<file path="src/rtl/mecobo_pkg.sv">
// shared widths, command and bus structs, address map and pin modes; import into every block
`default_nettype none

package mecobo_pkg;

  localparam int NUM_PINS = 8;
  localparam int FIFO_DEPTH_LOG2 = 5;

  typedef logic [15:0] word_t;
  typedef logic [18:0] ebi_addr_t;
  typedef logic [31:0] gtime_t;
  typedef logic [15:0] cmd_addr_t;
  typedef logic [31:0] cmd_data_t;
  typedef logic [7:0] cmd_byte_t;
  typedef logic [NUM_PINS-1:0] pin_vec_t;
  typedef logic [$clog2(NUM_PINS)-1:0] chan_t;
  typedef logic [FIFO_DEPTH_LOG2:0] fifo_count_t;

  // channel[15:12], clock[10:0] in [11:1], level in [0]
  typedef word_t sample_word_t;

  typedef struct packed {
    gtime_t    start_time;
    cmd_addr_t addr;
    cmd_data_t data;
  } cmd_t;

  typedef struct packed {
    logic      en;
    cmd_addr_t addr;
    cmd_data_t data;
  } cmd_bus_t;

  typedef enum logic [1:0] {
    PIN_OFF,
    PIN_CONST,
    PIN_SQUARE,
    PIN_SAMPLE
  } pin_mode_t;

  // command bus units and registers
  localparam cmd_byte_t UNIT_COLLECTOR = 8'hF0;
  localparam cmd_byte_t REG_PIN_MODE = 8'd0;
  localparam cmd_byte_t REG_PIN_HALF_PERIOD = 8'd1;
  localparam cmd_byte_t REG_PIN_LEVEL = 8'd2;
  localparam cmd_byte_t REG_COL_MASK = 8'd0;
  localparam cmd_byte_t REG_COL_PERIOD = 8'd1;

  // host word addresses
  localparam ebi_addr_t HA_TIME_LO = 19'd0;
  localparam ebi_addr_t HA_TIME_HI = 19'd1;
  localparam ebi_addr_t HA_CMD_ADDR = 19'd2;
  localparam ebi_addr_t HA_DATA_LO = 19'd3;
  localparam ebi_addr_t HA_DATA_HI = 19'd4;
  localparam ebi_addr_t HA_SAMPLE = 19'd5;
  localparam ebi_addr_t HA_SAMPLE_COUNT = 19'd6;
  localparam ebi_addr_t HA_CMD_COUNT = 19'd7;
  localparam ebi_addr_t HA_CLOCK_LO = 19'd8;
  localparam ebi_addr_t HA_CLOCK_HI = 19'd9;
  localparam ebi_addr_t HA_SOFT_RESET = 19'd10;
  localparam ebi_addr_t HA_STATUS = 19'd11;

endpackage

`default_nettype wire

</file>
<file path="src/rtl/pin_control.sv">
// one pin: mode registers from the command bus, square wave and synchronized input sampling
`timescale 1ns/1ps
`default_nettype none

module pin_control
  import mecobo_pkg::*;
#(
  parameter int PIN_INDEX = 0
) (
  input  logic     sys_clk,
  input  logic     core_reset,
  input  cmd_bus_t cmd_bus,
  input  logic     pin_in,
  output logic     pin_out,
  output logic     pin_oe,
  input  logic     sample_strobe,
  input  chan_t    sample_channel,
  output logic     sample_level
);

  pin_mode_t mode;
  cmd_data_t half_period;
  cmd_data_t sq_limit;
  cmd_data_t sq_cnt;
  logic level;
  logic sq_level;
  logic hit;
  logic mode_wr;
  logic in_meta;
  logic in_sync;

  assign hit = cmd_bus.en && (cmd_bus.addr[15:8] == 8'(PIN_INDEX));
  assign mode_wr = hit && (cmd_bus.addr[7:0] == REG_PIN_MODE);
  // zero half-period runs like one
  assign sq_limit = (half_period == '0) ? '0 : half_period - 1'b1;

  always_ff @(posedge sys_clk) begin
    if (core_reset) begin
      mode <= PIN_OFF;
      half_period <= '0;
      level <= 1'b0;
    end else if (hit) begin
      case (cmd_bus.addr[7:0])
        REG_PIN_MODE:        mode <= pin_mode_t'(cmd_bus.data[1:0]);
        REG_PIN_HALF_PERIOD: half_period <= cmd_bus.data;
        REG_PIN_LEVEL:       level <= cmd_bus.data[0];
        default:             ;
      endcase
    end
  end

  // half-period counter, restarted on any mode write
  always_ff @(posedge sys_clk) begin
    if (core_reset) begin
      sq_cnt <= '0;
      sq_level <= 1'b0;
    end else if (mode_wr) begin
      sq_cnt <= '0;
      sq_level <= 1'b0;
    end else if (mode == PIN_SQUARE) begin
      if (sq_cnt >= sq_limit) begin
        sq_cnt <= '0;
        sq_level <= !sq_level;
      end else begin
        sq_cnt <= sq_cnt + 1'b1;
      end
    end
  end

  always_comb begin
    case (mode)
      PIN_CONST:  pin_out = level;
      PIN_SQUARE: pin_out = sq_level;
      default:    pin_out = 1'b0;
    endcase
  end

  assign pin_oe = (mode == PIN_CONST) || (mode == PIN_SQUARE);

  // two-flop synchronizer on the pad input
  always_ff @(posedge sys_clk) begin
    in_meta <= pin_in;
    in_sync <= in_meta;
  end

  assign sample_level = sample_strobe && (sample_channel == chan_t'(PIN_INDEX)) &&
                        (mode == PIN_SAMPLE) && in_sync;

endmodule

`default_nettype wire

</file>
<file path="config.mk">
export PLATFORM = sky130hd
export DESIGN_NAME = pin_control
export DESIGN_NICKNAME = d
export VERILOG_FILES = /design/src/rtl/mecobo_pkg.sv /design/src/rtl/pin_control.sv
export SDC_FILE = /design/constraint.sdc
export NUM_CORES = 1
export LEC_CHECK = 0
export BUFFER_PORTS_ARGS = -buffer_cell sky130_fd_sc_hd__buf_2
export CORE_MARGIN = 3
export CORE_UTILIZATION = 55
export CTS_BUF_LIST = sky130_fd_sc_hd__clkbuf_2
export DETAILED_ROUTE_END_ITERATION = 12
export GPL_TIMING_DRIVEN = 0
export PLACE_DENSITY = 0.76
export SYNTH_ARGS = -nofsm -noshare
export SYNTH_HDL_FRONTEND = slang
export SYNTH_SLANG_ARGS = --single-unit
</file>
<file path="constraint.sdc">
create_clock -name sys_clk -period 12.4 [get_ports sys_clk]
set_clock_uncertainty 0.2 [all_clocks]
set_input_delay 0 -clock sys_clk [delete_from_list [all_inputs] [get_ports sys_clk]]
set_output_delay 0 -clock sys_clk [all_outputs]
set_load 0.005 [all_outputs]
</file>
==> qor.yml, run 1 <==
status:
  outcome: "finished, final reports clean"
cts:
  root_buffer: "clkbuf_2"
  cts_sinks: 70
  cts_tree: "yes"
  path_clk_slew_ns: 0.23
  cts_resized: 0
  max-clock-path-buffers: 2
  numCtsBuffers: 9
  cts_max_level: 3
  insertion_delay_ns: 0.55
drt:
  wl_met1_um: 5276
  vias: 4575
  dr.first_iter.drc_count: 328
  ant_nets: 0
  wl_met3_um: 1005
  routed_wl_um: 13290
  dr.pass1.iters: 6
  viasPerCell: 5.813
  routedWlPerCell_um: 16.89
  route.detailed.drc: 0
  top_layer: "met4"
  wl_met2_um: 6396
timing:
  tns_ns: 0
  hold_violations: 0
  min_period_ns: 5.186
  fmax_ghz: 0.1928
  tightest_slew_ns: 0.9474
  setup_ws_ns: 7.214
  drv_slew: 0
  finalCritPeriodShare: 0.4182
  slew_headroom: 0.3635
  rsz0062_at_grt: "false"
  setup_violations: 0
  fin_hold_ws_ns: 0.1212
power_and_ir_drop:
  p_seq_frac: 0.485
  clkPwrFrac: 0.460
  combinationalPowerShare: 0.055
  power_switching_uw: 98.20
  power_density_mw_per_mm2: 82.78
  irDropWorstVdd_mv: 0.07694
  fin_total_pwr_uw: 465.8
  internal_power_uw: 367.6
  power_leakage_nw: 2.409
  power_switching_share: 0.2108
layout:
  fin_cells: 787
  n_fill_cell: 498
  nNetsFinal: 778
  drive_gt1_frac: 0.1294
  area_delta_synth_final_pct: 32.62
  diodes: 0
placement:
  post-place-ws_ns: 7.448
  dp.cells: 695
  gp_congestion: 0.8242
  hpwl_um: 7262
  io_buffers: 57
floorplanning:
  start_util: 0.5757
  dieArea_mm2: 0.008804
  core_mm2: 0.007370
  die_h_um: 93.83
  ios: 59
  fp.dieW_um: 93.83
  fp-row-count: 31
global_route:
  grt_max_degree: 13
  grt_antenna_before_repair: 0
  grt_pass1_wl_um: 21910
  grt.total_usage: 0.3158
  overflow: 0
  grt_pass1_vias: 4636
synth:
  synth_edf_count: 0
  synth_area_leaders: "dfxtp_1 33%, ha_1 11%, nand2_1 11%"
  yosysTopAreaCell: "dfxtp_1"
  synth_top_area_share: 0.3303
  synth.most_common_cell: "nand2_1"
  netlist_instances: 539
  synthTopCellsByCount: "119 x nand2_1, 70 x dfxtp_1, 50 x a21oi_1, 50 x nor2_1"
  ys_warn_count: 0
  netlist_area_mm2: 0.004243
  syn-num-nets: 633
  avgSynthCellArea_um2: 7.872
  synthArstFlopShare: 0
  seq_area_frac_synth: 0.3303
  yosysUniqueCellTypes: 46
  synth_ff_type: "dfxtp_1"
  ys_seq_elements: 70
min_path:
  min_path_type: "input port to primary output"
  min_path_cells: 3
worst_setup_path:
  start_kind: "register"
  worstSetupPathType: "register to register"
  rr_worst_depth: 15
  end_kind: "register"
  critPathArrivalTime_ns: 5.41
  cp.required_ns: 12.62
  cp_max_fo: 10
job:
  max_cap_viol_count: 0
## through the flow
| step | util | area, um^2 |
|---|---|---|
| global route | 0.7635 | 5627 |
| floorplan | - | 4243 |
| detailed placement | 0.6312 | 4652 |
| finish | 0.7635 | 5627 |
| CTS | 0.7635 | 5627 |
| global placement | 0.6312 | 4652 |
## per-layer routing
layer	GRT usage	up-vias
met4	0.1745	0
li1	-	2136
met2	0.5393	275
met3	0.07292	69
met1	0.3614	2095
met5	0	-
## worst max-delay path, cell delays in order, from the launching register on
cell and delay (ns):
dfxtp_1 0.44, or3_1 0.44, nor3_1 0.74, nand2b_1 0.33
nor2_1 0.21, xor2_1 0.16, nand2_1 0.07, ha_1 0.28
and4_1 0.21, nand2_1 0.11, or4b_2 0.67, nand4_1 0.13
a21oi_1 0.16, o21bai_2 0.50, buf_2 0.33, nor2_1 0.08
## state kept, by name, indices dropped and copies added (netlist names)
signal,flops
sq_level,1
level,1
half_period,32
mode,2
in_meta,1
sq_cnt,32
in_sync,1
## final cells by class
class / count / area (um^2) / share of cell area
plain buffers: 22 / 115.1 / 0.02046
clock buffers: 9 / 45.04 / 0.008005
clock inverters: 6 / 158.9 / 0.02824
inverters: 8 / 30.03 / 0.005337
multi-input cells: 439 / 2696 / 0.4792
flip-flops and latches: 70 / 1401 / 0.2491
well taps: 99 / 123.9 / 0.02201
repair buffers: 134 / 1056 / 0.1877
## logic make-up after synthesis
group | count (synthesis) | share of synthesized area
AO/OA/AOI/OAI | 67 | 0.08700
XOR/XNOR | 57 | 0.1177
adder cells (fa/ha/maj) | 38 | 0.1121
buffers and inverters | 30 | 0.03421
flip-flops | 70 | 0.3303
multiplexers | 3 | 0.007078
AND/OR/NAND/NOR | 274 | 0.3117
## what timing repair did
action                                 in CTS  in global routing
setup buffers                               0                  0
endpoints found under the hold margin      36                  0
hold buffers                               77                  0
## final timing paths
check | startpoint | endpoint | slack [ns]
setup reg to reg | half_period[2] | sq_cnt[13] | 7.21
hold reg to reg | in_meta | in_sync | 0.17
hold / removal | sample_strobe | sample_level | 0.12
setup / recovery | half_period[2] | sq_cnt[13] | 7.21
## placed cells by master (no fill, tap or decap), types with 2 or more instances in the layout
master	instances
a21o_1	2
a21oi_1	50
and2_1	4
and3_1	8
and4_1	8
buf_2	59
buf_6	4
bufinv_16	5
clkbuf_1	15
clkbuf_2	9
dfxtp_1	70
dlygate4sd3_1	77
ha_1	38
inv_1	8
mux2i_1	3
nand2_1	119
nand2_2	4
nand2b_1	3
nand3_1	20
nand4_1	13
nor2_1	50
nor2b_1	3
nor3_1	16
nor4_1	6
nor4_4	2
nor4b_1	2
o21ai_0	6
or3_1	5
or4_1	3
xnor2_1	19
xor2_1	38
## power groups by stage
stage / combinational [mW] / clock, mW / sequential, mW
6_report: 0.0256 / 0.214 / 0.226
5_1_grt: 0.0272 / 0.220 / 0.226
4_1_cts: 0.0232 / 0.213 / 0.226
3_5_place_dp: 0.0140 / 0 / 0.230
3_3_place_gp: 0.0138 / 0 / 0.230
2_1_floorplan: 0.00391 / 0 / 0.230
Power figures use the tool's default switching activity.
==> run 2: changes to the inputs <==
==> constraint.sdc (replaced) <==
create_clock -name sys_clk -period 5.4 [get_ports sys_clk]
set_clock_uncertainty 0.2 [all_clocks]
set_input_delay 0 -clock sys_clk [delete_from_list [all_inputs] [get_ports sys_clk]]
set_output_delay 0 -clock sys_clk [all_outputs]
set_load 0.005 [all_outputs]
==> run 2 against run 1 <==
Final cell count unchanged. Critical path depth up 1. Worst hold slack worse by 0.0041 ns. Flip-flop and latch count unchanged. Wire length up 1.6%. Fmax up 0.95%. Clock power up 130%. Core utilization up 0.068 points. First-iteration DRC count down 7.0%. Global-route usage unchanged. Design area about the same. Highest routed layer unchanged.
==> qor.yml, run 2 (synthesized netlist as in run 1, its figures left out) <==
power_and_ir_drop:
  power_density_mw_per_mm2: 189.4  # +130%
  fin_total_pwr_mw: 1.066  # +130%
  combinationalPowerShare: 0.055  # about the same
  p_seq_frac: 0.486  # about the same
  power_leakage_nw: 2.410  # about the same
  clkPwrFrac: 0.458  # -0.002
  irDropWorstVdd_mv: 0.1706  # +120%
  internal_power_uw: 844.1  # +130%
  power_switching_uw: 222.3  # +130%
  power_switching_share: 0.2085  # -0.002358
timing:
  setup_violations: 0  # unchanged
  rsz0062_at_grt: "false"
  fmax_ghz: 0.1947  # +0.95%
  drv_slew: 0  # unchanged
  finalCritPeriodShare: 0.9514  # +0.5331
  hold_violations: 0  # unchanged
  tightest_slew_ns: 0.7502  # -0.1972 ns
  min_period_ns: 5.137  # -0.04888 ns
  tns_ns: 0  # unchanged
  slew_headroom: 0.4999  # +0.1363
drt:
  viasPerCell: 5.849  # +0.61%
  dr.pass1.iters: 5  # -1
  ant_nets: 0  # unchanged
  vias: 4603  # +0.61%
  routed_wl_um: 13510  # +1.6%
  dr.first_iter.drc_count: 305  # -7.0%
  route.detailed.drc: 0  # unchanged
  routedWlPerCell_um: 17.17  # +1.6%
worst_setup_path:
  slowest_stage: "or4b_2"
  slowest_delay_ns: 0.67  # -0.07 ns
  cp_cell_sequence: "or4_1 > nor4_4 > nand4b_1 > nand2b_1 > nor2_1 > xor2_1 > nand2_1 > ha_1 > and4_1 > nand2_1 > or4b_2 > nand4_1 > a21oi_1 > o21bai_2 > buf_2 > nor2_1"
  cp_max_fo: 10  # unchanged
  rr_startpoint: "half_period[5]"
  worstSetupPathType: "register to register"
  end_kind: "register"
  rr_endpoint: "sq_cnt[13]"
  reg2reg_slack_ns: 0.26  # -6.95 ns
  rr_worst_depth: 16  # +1
  start_kind: "register"
  cp.required_ns: 5.62  # -7.00 ns
  critPathArrivalTime_ns: 5.36  # -0.05 ns
cts:
  cts_sinks: 70  # unchanged
  postCtsSetupRepairBufs: 0  # unchanged
  root_buffer: "clkbuf_2"
  cts_max_level: 3  # unchanged
  path_clk_slew_ns: 0.21  # -0.02 ns
  insertion_delay_ns: 0.54  # about the same
  cts_tree: "yes"
  numCtsBuffers: 9  # unchanged
  max-clock-path-buffers: 2  # unchanged
layout:
  utilization: 0.7642  # about the same
  drive_gt1_frac: 0.1308  # +0.001453
  final_common_cell: "nand2_1"
  diodes: 0  # unchanged
  nNetsFinal: 778  # unchanged
  seq_area_mm2: 0.001401  # unchanged
  top_regs: "half_period: 32 flops, sq_cnt: 32 flops, mode: 2 flops"
  area_delta_synth_final_pct: 32.73  # about the same
  n_fill_cell: 496  # -0.40%
  multiInputGateArea_mm2: 0.002701  # +0.19%
  most-common-layout-cells: "119 x nand2_1, 77 x dlygate4sd3_1, 70 x dfxtp_1"
min_path:
  min_path_type: "input port to primary output"
  holdCritStartpoint: "sample_strobe"
  min_path_cells: 3  # unchanged
  whs_endpoint: "sample_level"
floorplanning:
  core_mm2: 0.007370  # unchanged
  fp-row-count: 31  # unchanged
  dieArea_mm2: 0.008804  # unchanged
  ios: 59  # unchanged
  start_util: 0.5757  # unchanged
  die_h_um: 93.83  # unchanged
  fp.dieW_um: 93.83  # unchanged
job:
  max_cap_viol_count: 0  # unchanged
global_route:
  grt_max_degree: 13  # unchanged
  grt_pass1_wl_um: 21910  # unchanged
  grt_antenna_before_repair: 0  # unchanged
  grt.total_usage: 0.3158  # unchanged
  grt_pass1_vias: 4636  # unchanged
  overflow: 0  # unchanged
placement:
  gp_congestion: 0.8242  # unchanged
  hpwl_um: 7262  # unchanged
  io_buffers: 57  # unchanged
status:
  outcome: "finished, final reports clean"
## run 2: changes by cell type in the layout (fill, tap and decap cells not counted)
| cell | previous run | this run |
|---|---|---|
| nor3_1 | 16 | 15 |
| nor3_2 | 0 | 1 |
## run 2: through the flow
stage               worst slack, ns  hold WS [ns]  cell area [um^2]  cells
floorplan                     1.062       -0.1723              4243    539
global route               0.007315        0.1185              5632    787
global placement             0.5076      -0.09637              4652    695
CTS                          0.3671       0.05566              5627    787
finish                       0.2627        0.1171              5632    787
detailed placement           0.4482      -0.09517              4652    695
## run 2: timing repair
| action | 4_1_cts | 5_1_grt |
|---|---|---|
| hold buffers | 77 | 0 |
| setup endpoints to repair | 0 | 3 |
| endpoints found under the hold margin | 36 | 0 |
| resized for setup | 0 | 1 |
## run 2: worst max path at each step
stage | from | end | slack [ns] | cells after the start
6_report | half_period[5] | sq_cnt[13] | 0.26 | 16
3_5_place_dp | half_period[5] | sq_cnt[13] | 0.45 | 16
2_1_floorplan | half_period[21] | sq_cnt[21] | 1.06 | 17
5_1_grt | half_period[5] | sq_cnt[17] | 0.007 | 16
3_3_place_gp | half_period[5] | sq_cnt[17] | 0.51 | 16
4_1_cts | half_period[5] | sq_cnt[13] | 0.37 | 16
## run 2: layer usage
layer	GRT usage	vias to the layer above	wire length (um)
met5	0	-	0
met4	0.1745	0	826
met3	0.07292	93	1070
met2	0.5393	292	6349
met1	0.3614	2080	5266
li1	-	2138	-
## run 2: power by group through the flow
stage | combinational [mW] | sequential, mW | clock, mW
after floorplan | 0.00898 | 0.529 | 0
after global placement | 0.0318 | 0.529 | 0
after detailed placement | 0.0321 | 0.529 | 0
after CTS | 0.0533 | 0.518 | 0.490
after global routing | 0.0625 | 0.519 | 0.506
final | 0.0591 | 0.519 | 0.489
## run 2: final cells by class
cell class              instances  share of cell area
multi-input cells             439              0.4797
flip-flops and latches         70              0.2488
repair buffers                134              0.1875
clock inverters                 6             0.02822
well taps                      99             0.02200
plain buffers                  22             0.02044
clock buffers                   9            0.007998
inverters                       8            0.005332
## run 2: worst max-delay path: cells and delay by family (launching register included)
| family | cells | cell delay [ns] |
|---|---|---|
| simple gates | 11 | 2.98 |
| fa+ha+maj | 1 | 0.28 |
| compound gates | 2 | 0.65 |
| flops | 1 | 0.41 |
| xor+xnor | 1 | 0.16 |
| buf+inv | 1 | 0.33 |
==> run 3: changes to the inputs <==
--- a/config.mk
+++ b/config.mk
@@ -5,13 +5,15 @@
 export SDC_FILE = /design/constraint.sdc
 export NUM_CORES = 1
 export LEC_CHECK = 0
+export ABC_AREA = 1
 export BUFFER_PORTS_ARGS = -buffer_cell sky130_fd_sc_hd__buf_2
 export CORE_MARGIN = 3
 export CORE_UTILIZATION = 55
 export CTS_BUF_LIST = sky130_fd_sc_hd__clkbuf_2
+export CTS_CLUSTER_DIAMETER = 50
 export DETAILED_ROUTE_END_ITERATION = 12
 export GPL_TIMING_DRIVEN = 0
-export PLACE_DENSITY = 0.76
+export PLACE_DENSITY = 0.75
 export SYNTH_ARGS = -nofsm -noshare
 export SYNTH_HDL_FRONTEND = slang
 export SYNTH_SLANG_ARGS = --single-unit
==> run 3 against run 2 <==
Clock power decreased by 27%. Largest power group unchanged. Via count increased by 13%. Worst hold slack got worse by 0.088 ns. Synthesized cell count increased by 34%. Fmax increased by 39%. Total power decreased by 11%. Flip-flop and latch count unchanged. Setup slack improved by 1.4 ns. Global-route usage decreased by 1.4 points. Die area increased by 12%. Sequential power about the same.
==> qor.yml, run 3 <==
drt:
  routed_wl_um: 14360  # +6.2%
  viasPerCell: 5.401  # -7.7%
  dr.first_iter.drc_count: 238  # -22%
  ant_nets: 0  # unchanged
  routedWlPerCell_um: 14.91  # -13%
  dr.pass1.iters: 5  # unchanged
  route.detailed.drc: 0  # unchanged
  vias: 5201  # +13%
floorplanning:
  core_mm2: 0.008341  # +13%
  fp-row-count: 33  # +6.5%
  die_h_um: 99.48  # +6.0%
  dieArea_mm2: 0.009895  # +12%
  start_util: 0.5762  # about the same
  fp.dieW_um: 99.48  # +6.0%
  ios: 59  # unchanged
cts:
  ctsHoldBuffers: 62  # -19%
  max-clock-path-buffers: 2  # unchanged
  numCtsBuffers: 9  # unchanged
  cts_sinks: 70  # unchanged
  postCtsSetupRepairBufs: 0  # unchanged
  path_clk_slew_ns: 0.23  # +0.02 ns
  cts_max_level: 3  # unchanged
  cts_tree: "yes"
  insertion_delay_ns: 0.54  # about the same
  cts_resized: 0  # unchanged
  root_buffer: "clkbuf_2"
power_and_ir_drop:
  internal_power_uw: 713.4  # -15%
  power_leakage_nw: 2.796  # +16%
  clkPwrFrac: 0.378  # -0.080
  power_switching_share: 0.2470  # +0.03848
  p_seq_frac: 0.548  # +0.062
  irDropWorstVdd_mv: 0.1143  # -33%
  combinationalPowerShare: 0.074  # +0.019
  power_density_mw_per_mm2: 158.3  # -16%
  power_switching_uw: 234.0  # +5.2%
synth:
  synthXorXnorAreaFrac: 0.04738  # -0.07028
  synthTopCellsByCount: "144 x nor2_1, 121 x nand2_1, 86 x inv_1"
  syn-num-nets: 816  # +29%
  yosysTopAreaCell: "dfxtp_1"
  synth_ff_type: "dfxtp_1"
  netlist_instances: 722  # +34%
  synth_area_leaders: "dfxtp_1 29%, nor2_1 11%, ha_1 9.9%"
  ys_seq_elements: 70  # unchanged
  synth_simple_gate_area_frac: 0.3702  # +0.05851
  netlist_area_mm2: 0.004806  # +13%
  synth_fa_ha_area_frac: 0.09893  # -0.01313
  yosysUniqueCellTypes: 41  # -11%
  synth_edf_count: 0  # unchanged
  synthArstFlopShare: 0  # unchanged
  synth.area.mux_share: 0  # -0.007078
  avgSynthCellArea_um2: 6.656  # -15%
  synth_compound_area_frac: 0.1028  # +0.01584
  synth_top_family_by_area: "simple AND/OR/NAND/NOR gates"
  ys_warn_count: 0  # unchanged
  seq_area_frac_synth: 0.2916  # -0.03870
  synth_top_area_share: 0.2916  # -0.03870
  synth.most_common_cell: "nor2_1"
timing:
  hold_violations: 0  # unchanged
  slew_headroom: 0.6722  # +0.1723
  tns_ns: 0  # unchanged
  setup_violations: 0  # unchanged
  finalCritPeriodShare: 0.6859  # -0.2654
  rsz0062_at_grt: "false"
  drv_slew: 0  # unchanged
  tightest_slew_ns: 0.4917  # -0.2585 ns
  fmax_ghz: 0.2700  # +39%
  min_period_ns: 3.704  # -1.433 ns
job:
  max_cap_viol_count: 0  # unchanged
placement:
  hpwl_um: 9820  # +35%
  post_dp_cell_area_mm2: 0.005228  # +12%
  io_buffers: 58  # +1.8%
  gp_congestion: 0.9161  # +11%
layout:
  final_area_mm2: 0.005984  # +6.3%
  top_regs: "half_period: 32 flops, sq_cnt: 32 flops, mode: 2 flops"
  area_delta_synth_final_pct: 24.52
  final_common_cell: "nor2_1"
  drive_gt1_frac: 0.1364  # +0.005550
  diodes: 0  # unchanged
  nNetsFinal: 947  # +22%
  utilization: 0.7175  # -0.04666
  most-common-layout-cells: "144 x nor2_1, 121 x nand2_1, 86 x inv_1"
worst_setup_path:
  reg2reg_slack_ns: 1.70  # +1.43 ns
  cp_max_fo: 10  # unchanged
  end_kind: "register"
  worstSetupPathType: "register to register"
  critPathArrivalTime_ns: 3.94  # -1.42 ns
  start_kind: "register"
  cp.required_ns: 5.64  # +0.02 ns
status:
  outcome: "finished, final reports clean"
global_route:
  grt_antenna_before_repair: 0  # unchanged
  grt_pass1_wl_um: 23940  # +9.3%
  grt.total_usage: 0.3016  # -0.01417
  grt_max_degree: 13  # unchanged
  overflow: 0  # unchanged
  grt_pass1_vias: 5264  # +14%
min_path:
  min_path_type: "input port to primary output"
[run 3: cell types whose count changed after synthesis, moves of 9 or more]
cell and change:
or2_2 +9, o21ai_0 +41, nor2_1 +94, inv_1 +78, xnor2_1 -10, nand4_1 +11, clkbuf_1 -9, nand3_1 +21
a21oi_1 -11, xor2_1 -21
[run 3: layer usage]
| metal | part of all wire | GRT usage |
|---|---|---|
| met5 | 0 | 0 |
| met3 | 0.054 | 0.04979 |
| met2 | 0.49 | 0.5232 |
| met4 | 0.043 | 0.1765 |
| met1 | 0.42 | 0.3484 |
[run 3: cell families (layout without fill, tap and decap cells)]
logic type	after synthesis	in the layout
xor gates and xnor gates	26	26
AOI/OAI and AO/OA	95	95
adders and majority gates	38	38
buffers and inverters	105	241
and+or+nand+nor	388	388
DFF	70	70
[run 3: power groups by stage]
stage | sequential (mW) | clock (mW) | combinational [mW]
floorplan | 0.529 | 0 | 0.0170
global placement | 0.529 | 0 | 0.0396
detailed placement | 0.529 | 0 | 0.0402
CTS | 0.519 | 0.359 | 0.0632
global route | 0.519 | 0.374 | 0.0759
finish | 0.519 | 0.359 | 0.0701
[run 3: worst paths after layout]
kind,start,endpoint,cells after the start
max reg2reg,half_period[0],sq_cnt[5],20
max,half_period[0],sq_cnt[5],20
min,sample_channel[1],sample_level,3
min reg2reg,in_meta,in_sync,0
[run 3: worst max-delay path, stage by stage, from the launching register on]
cell,delay [ns]
dfxtp_1,0.39
inv_1,0.11
ha_1,0.24
nand2_1,0.17
nor2_4,0.23
nand3_1,0.12
nor3_1,0.36
nand2_1,0.10
nand2_1,0.08
nand3_1,0.09
ha_1,0.29
nand2_1,0.06
nor2_1,0.14
nand4_1,0.13
a21oi_1,0.14
nor2_1,0.07
nand2_1,0.09
nand2_1,0.17
nand2_4,0.21
buf_6,0.17
nor2_1,0.04
[run 3: cell type report]
| cell class | instances | area (um^2) |
|---|---|---|
| Sequential cell | 70 | 1401 |
| Fill cell | 672 | 2356 |
| Clock inverter | 6 | 86.33 |
| Multi-Input combinational cell | 547 | 2977 |
| Timing Repair Buffer | 120 | 910.9 |
| Tap cell | 105 | 131.4 |
| Clock buffer | 10 | 50.05 |
| Buffer | 14 | 86.33 |
| Inverter | 91 | 341.6 |
[run 3: per-stage QoR]
stage	cells	power [mW]	hold WS, ns	setup slack, ns
2_1_floorplan	722	0.5457	-0.1723	2.424
3_3_place_gp	885	0.5685	-0.09461	1.862
3_5_place_dp	885	0.5690	-0.09326	1.766
4_1_cts	963	0.9406	0.01386	1.731
5_1_grt	963	0.9690	0.04407	1.327
6_report	963	0.9474	0.02872	1.696
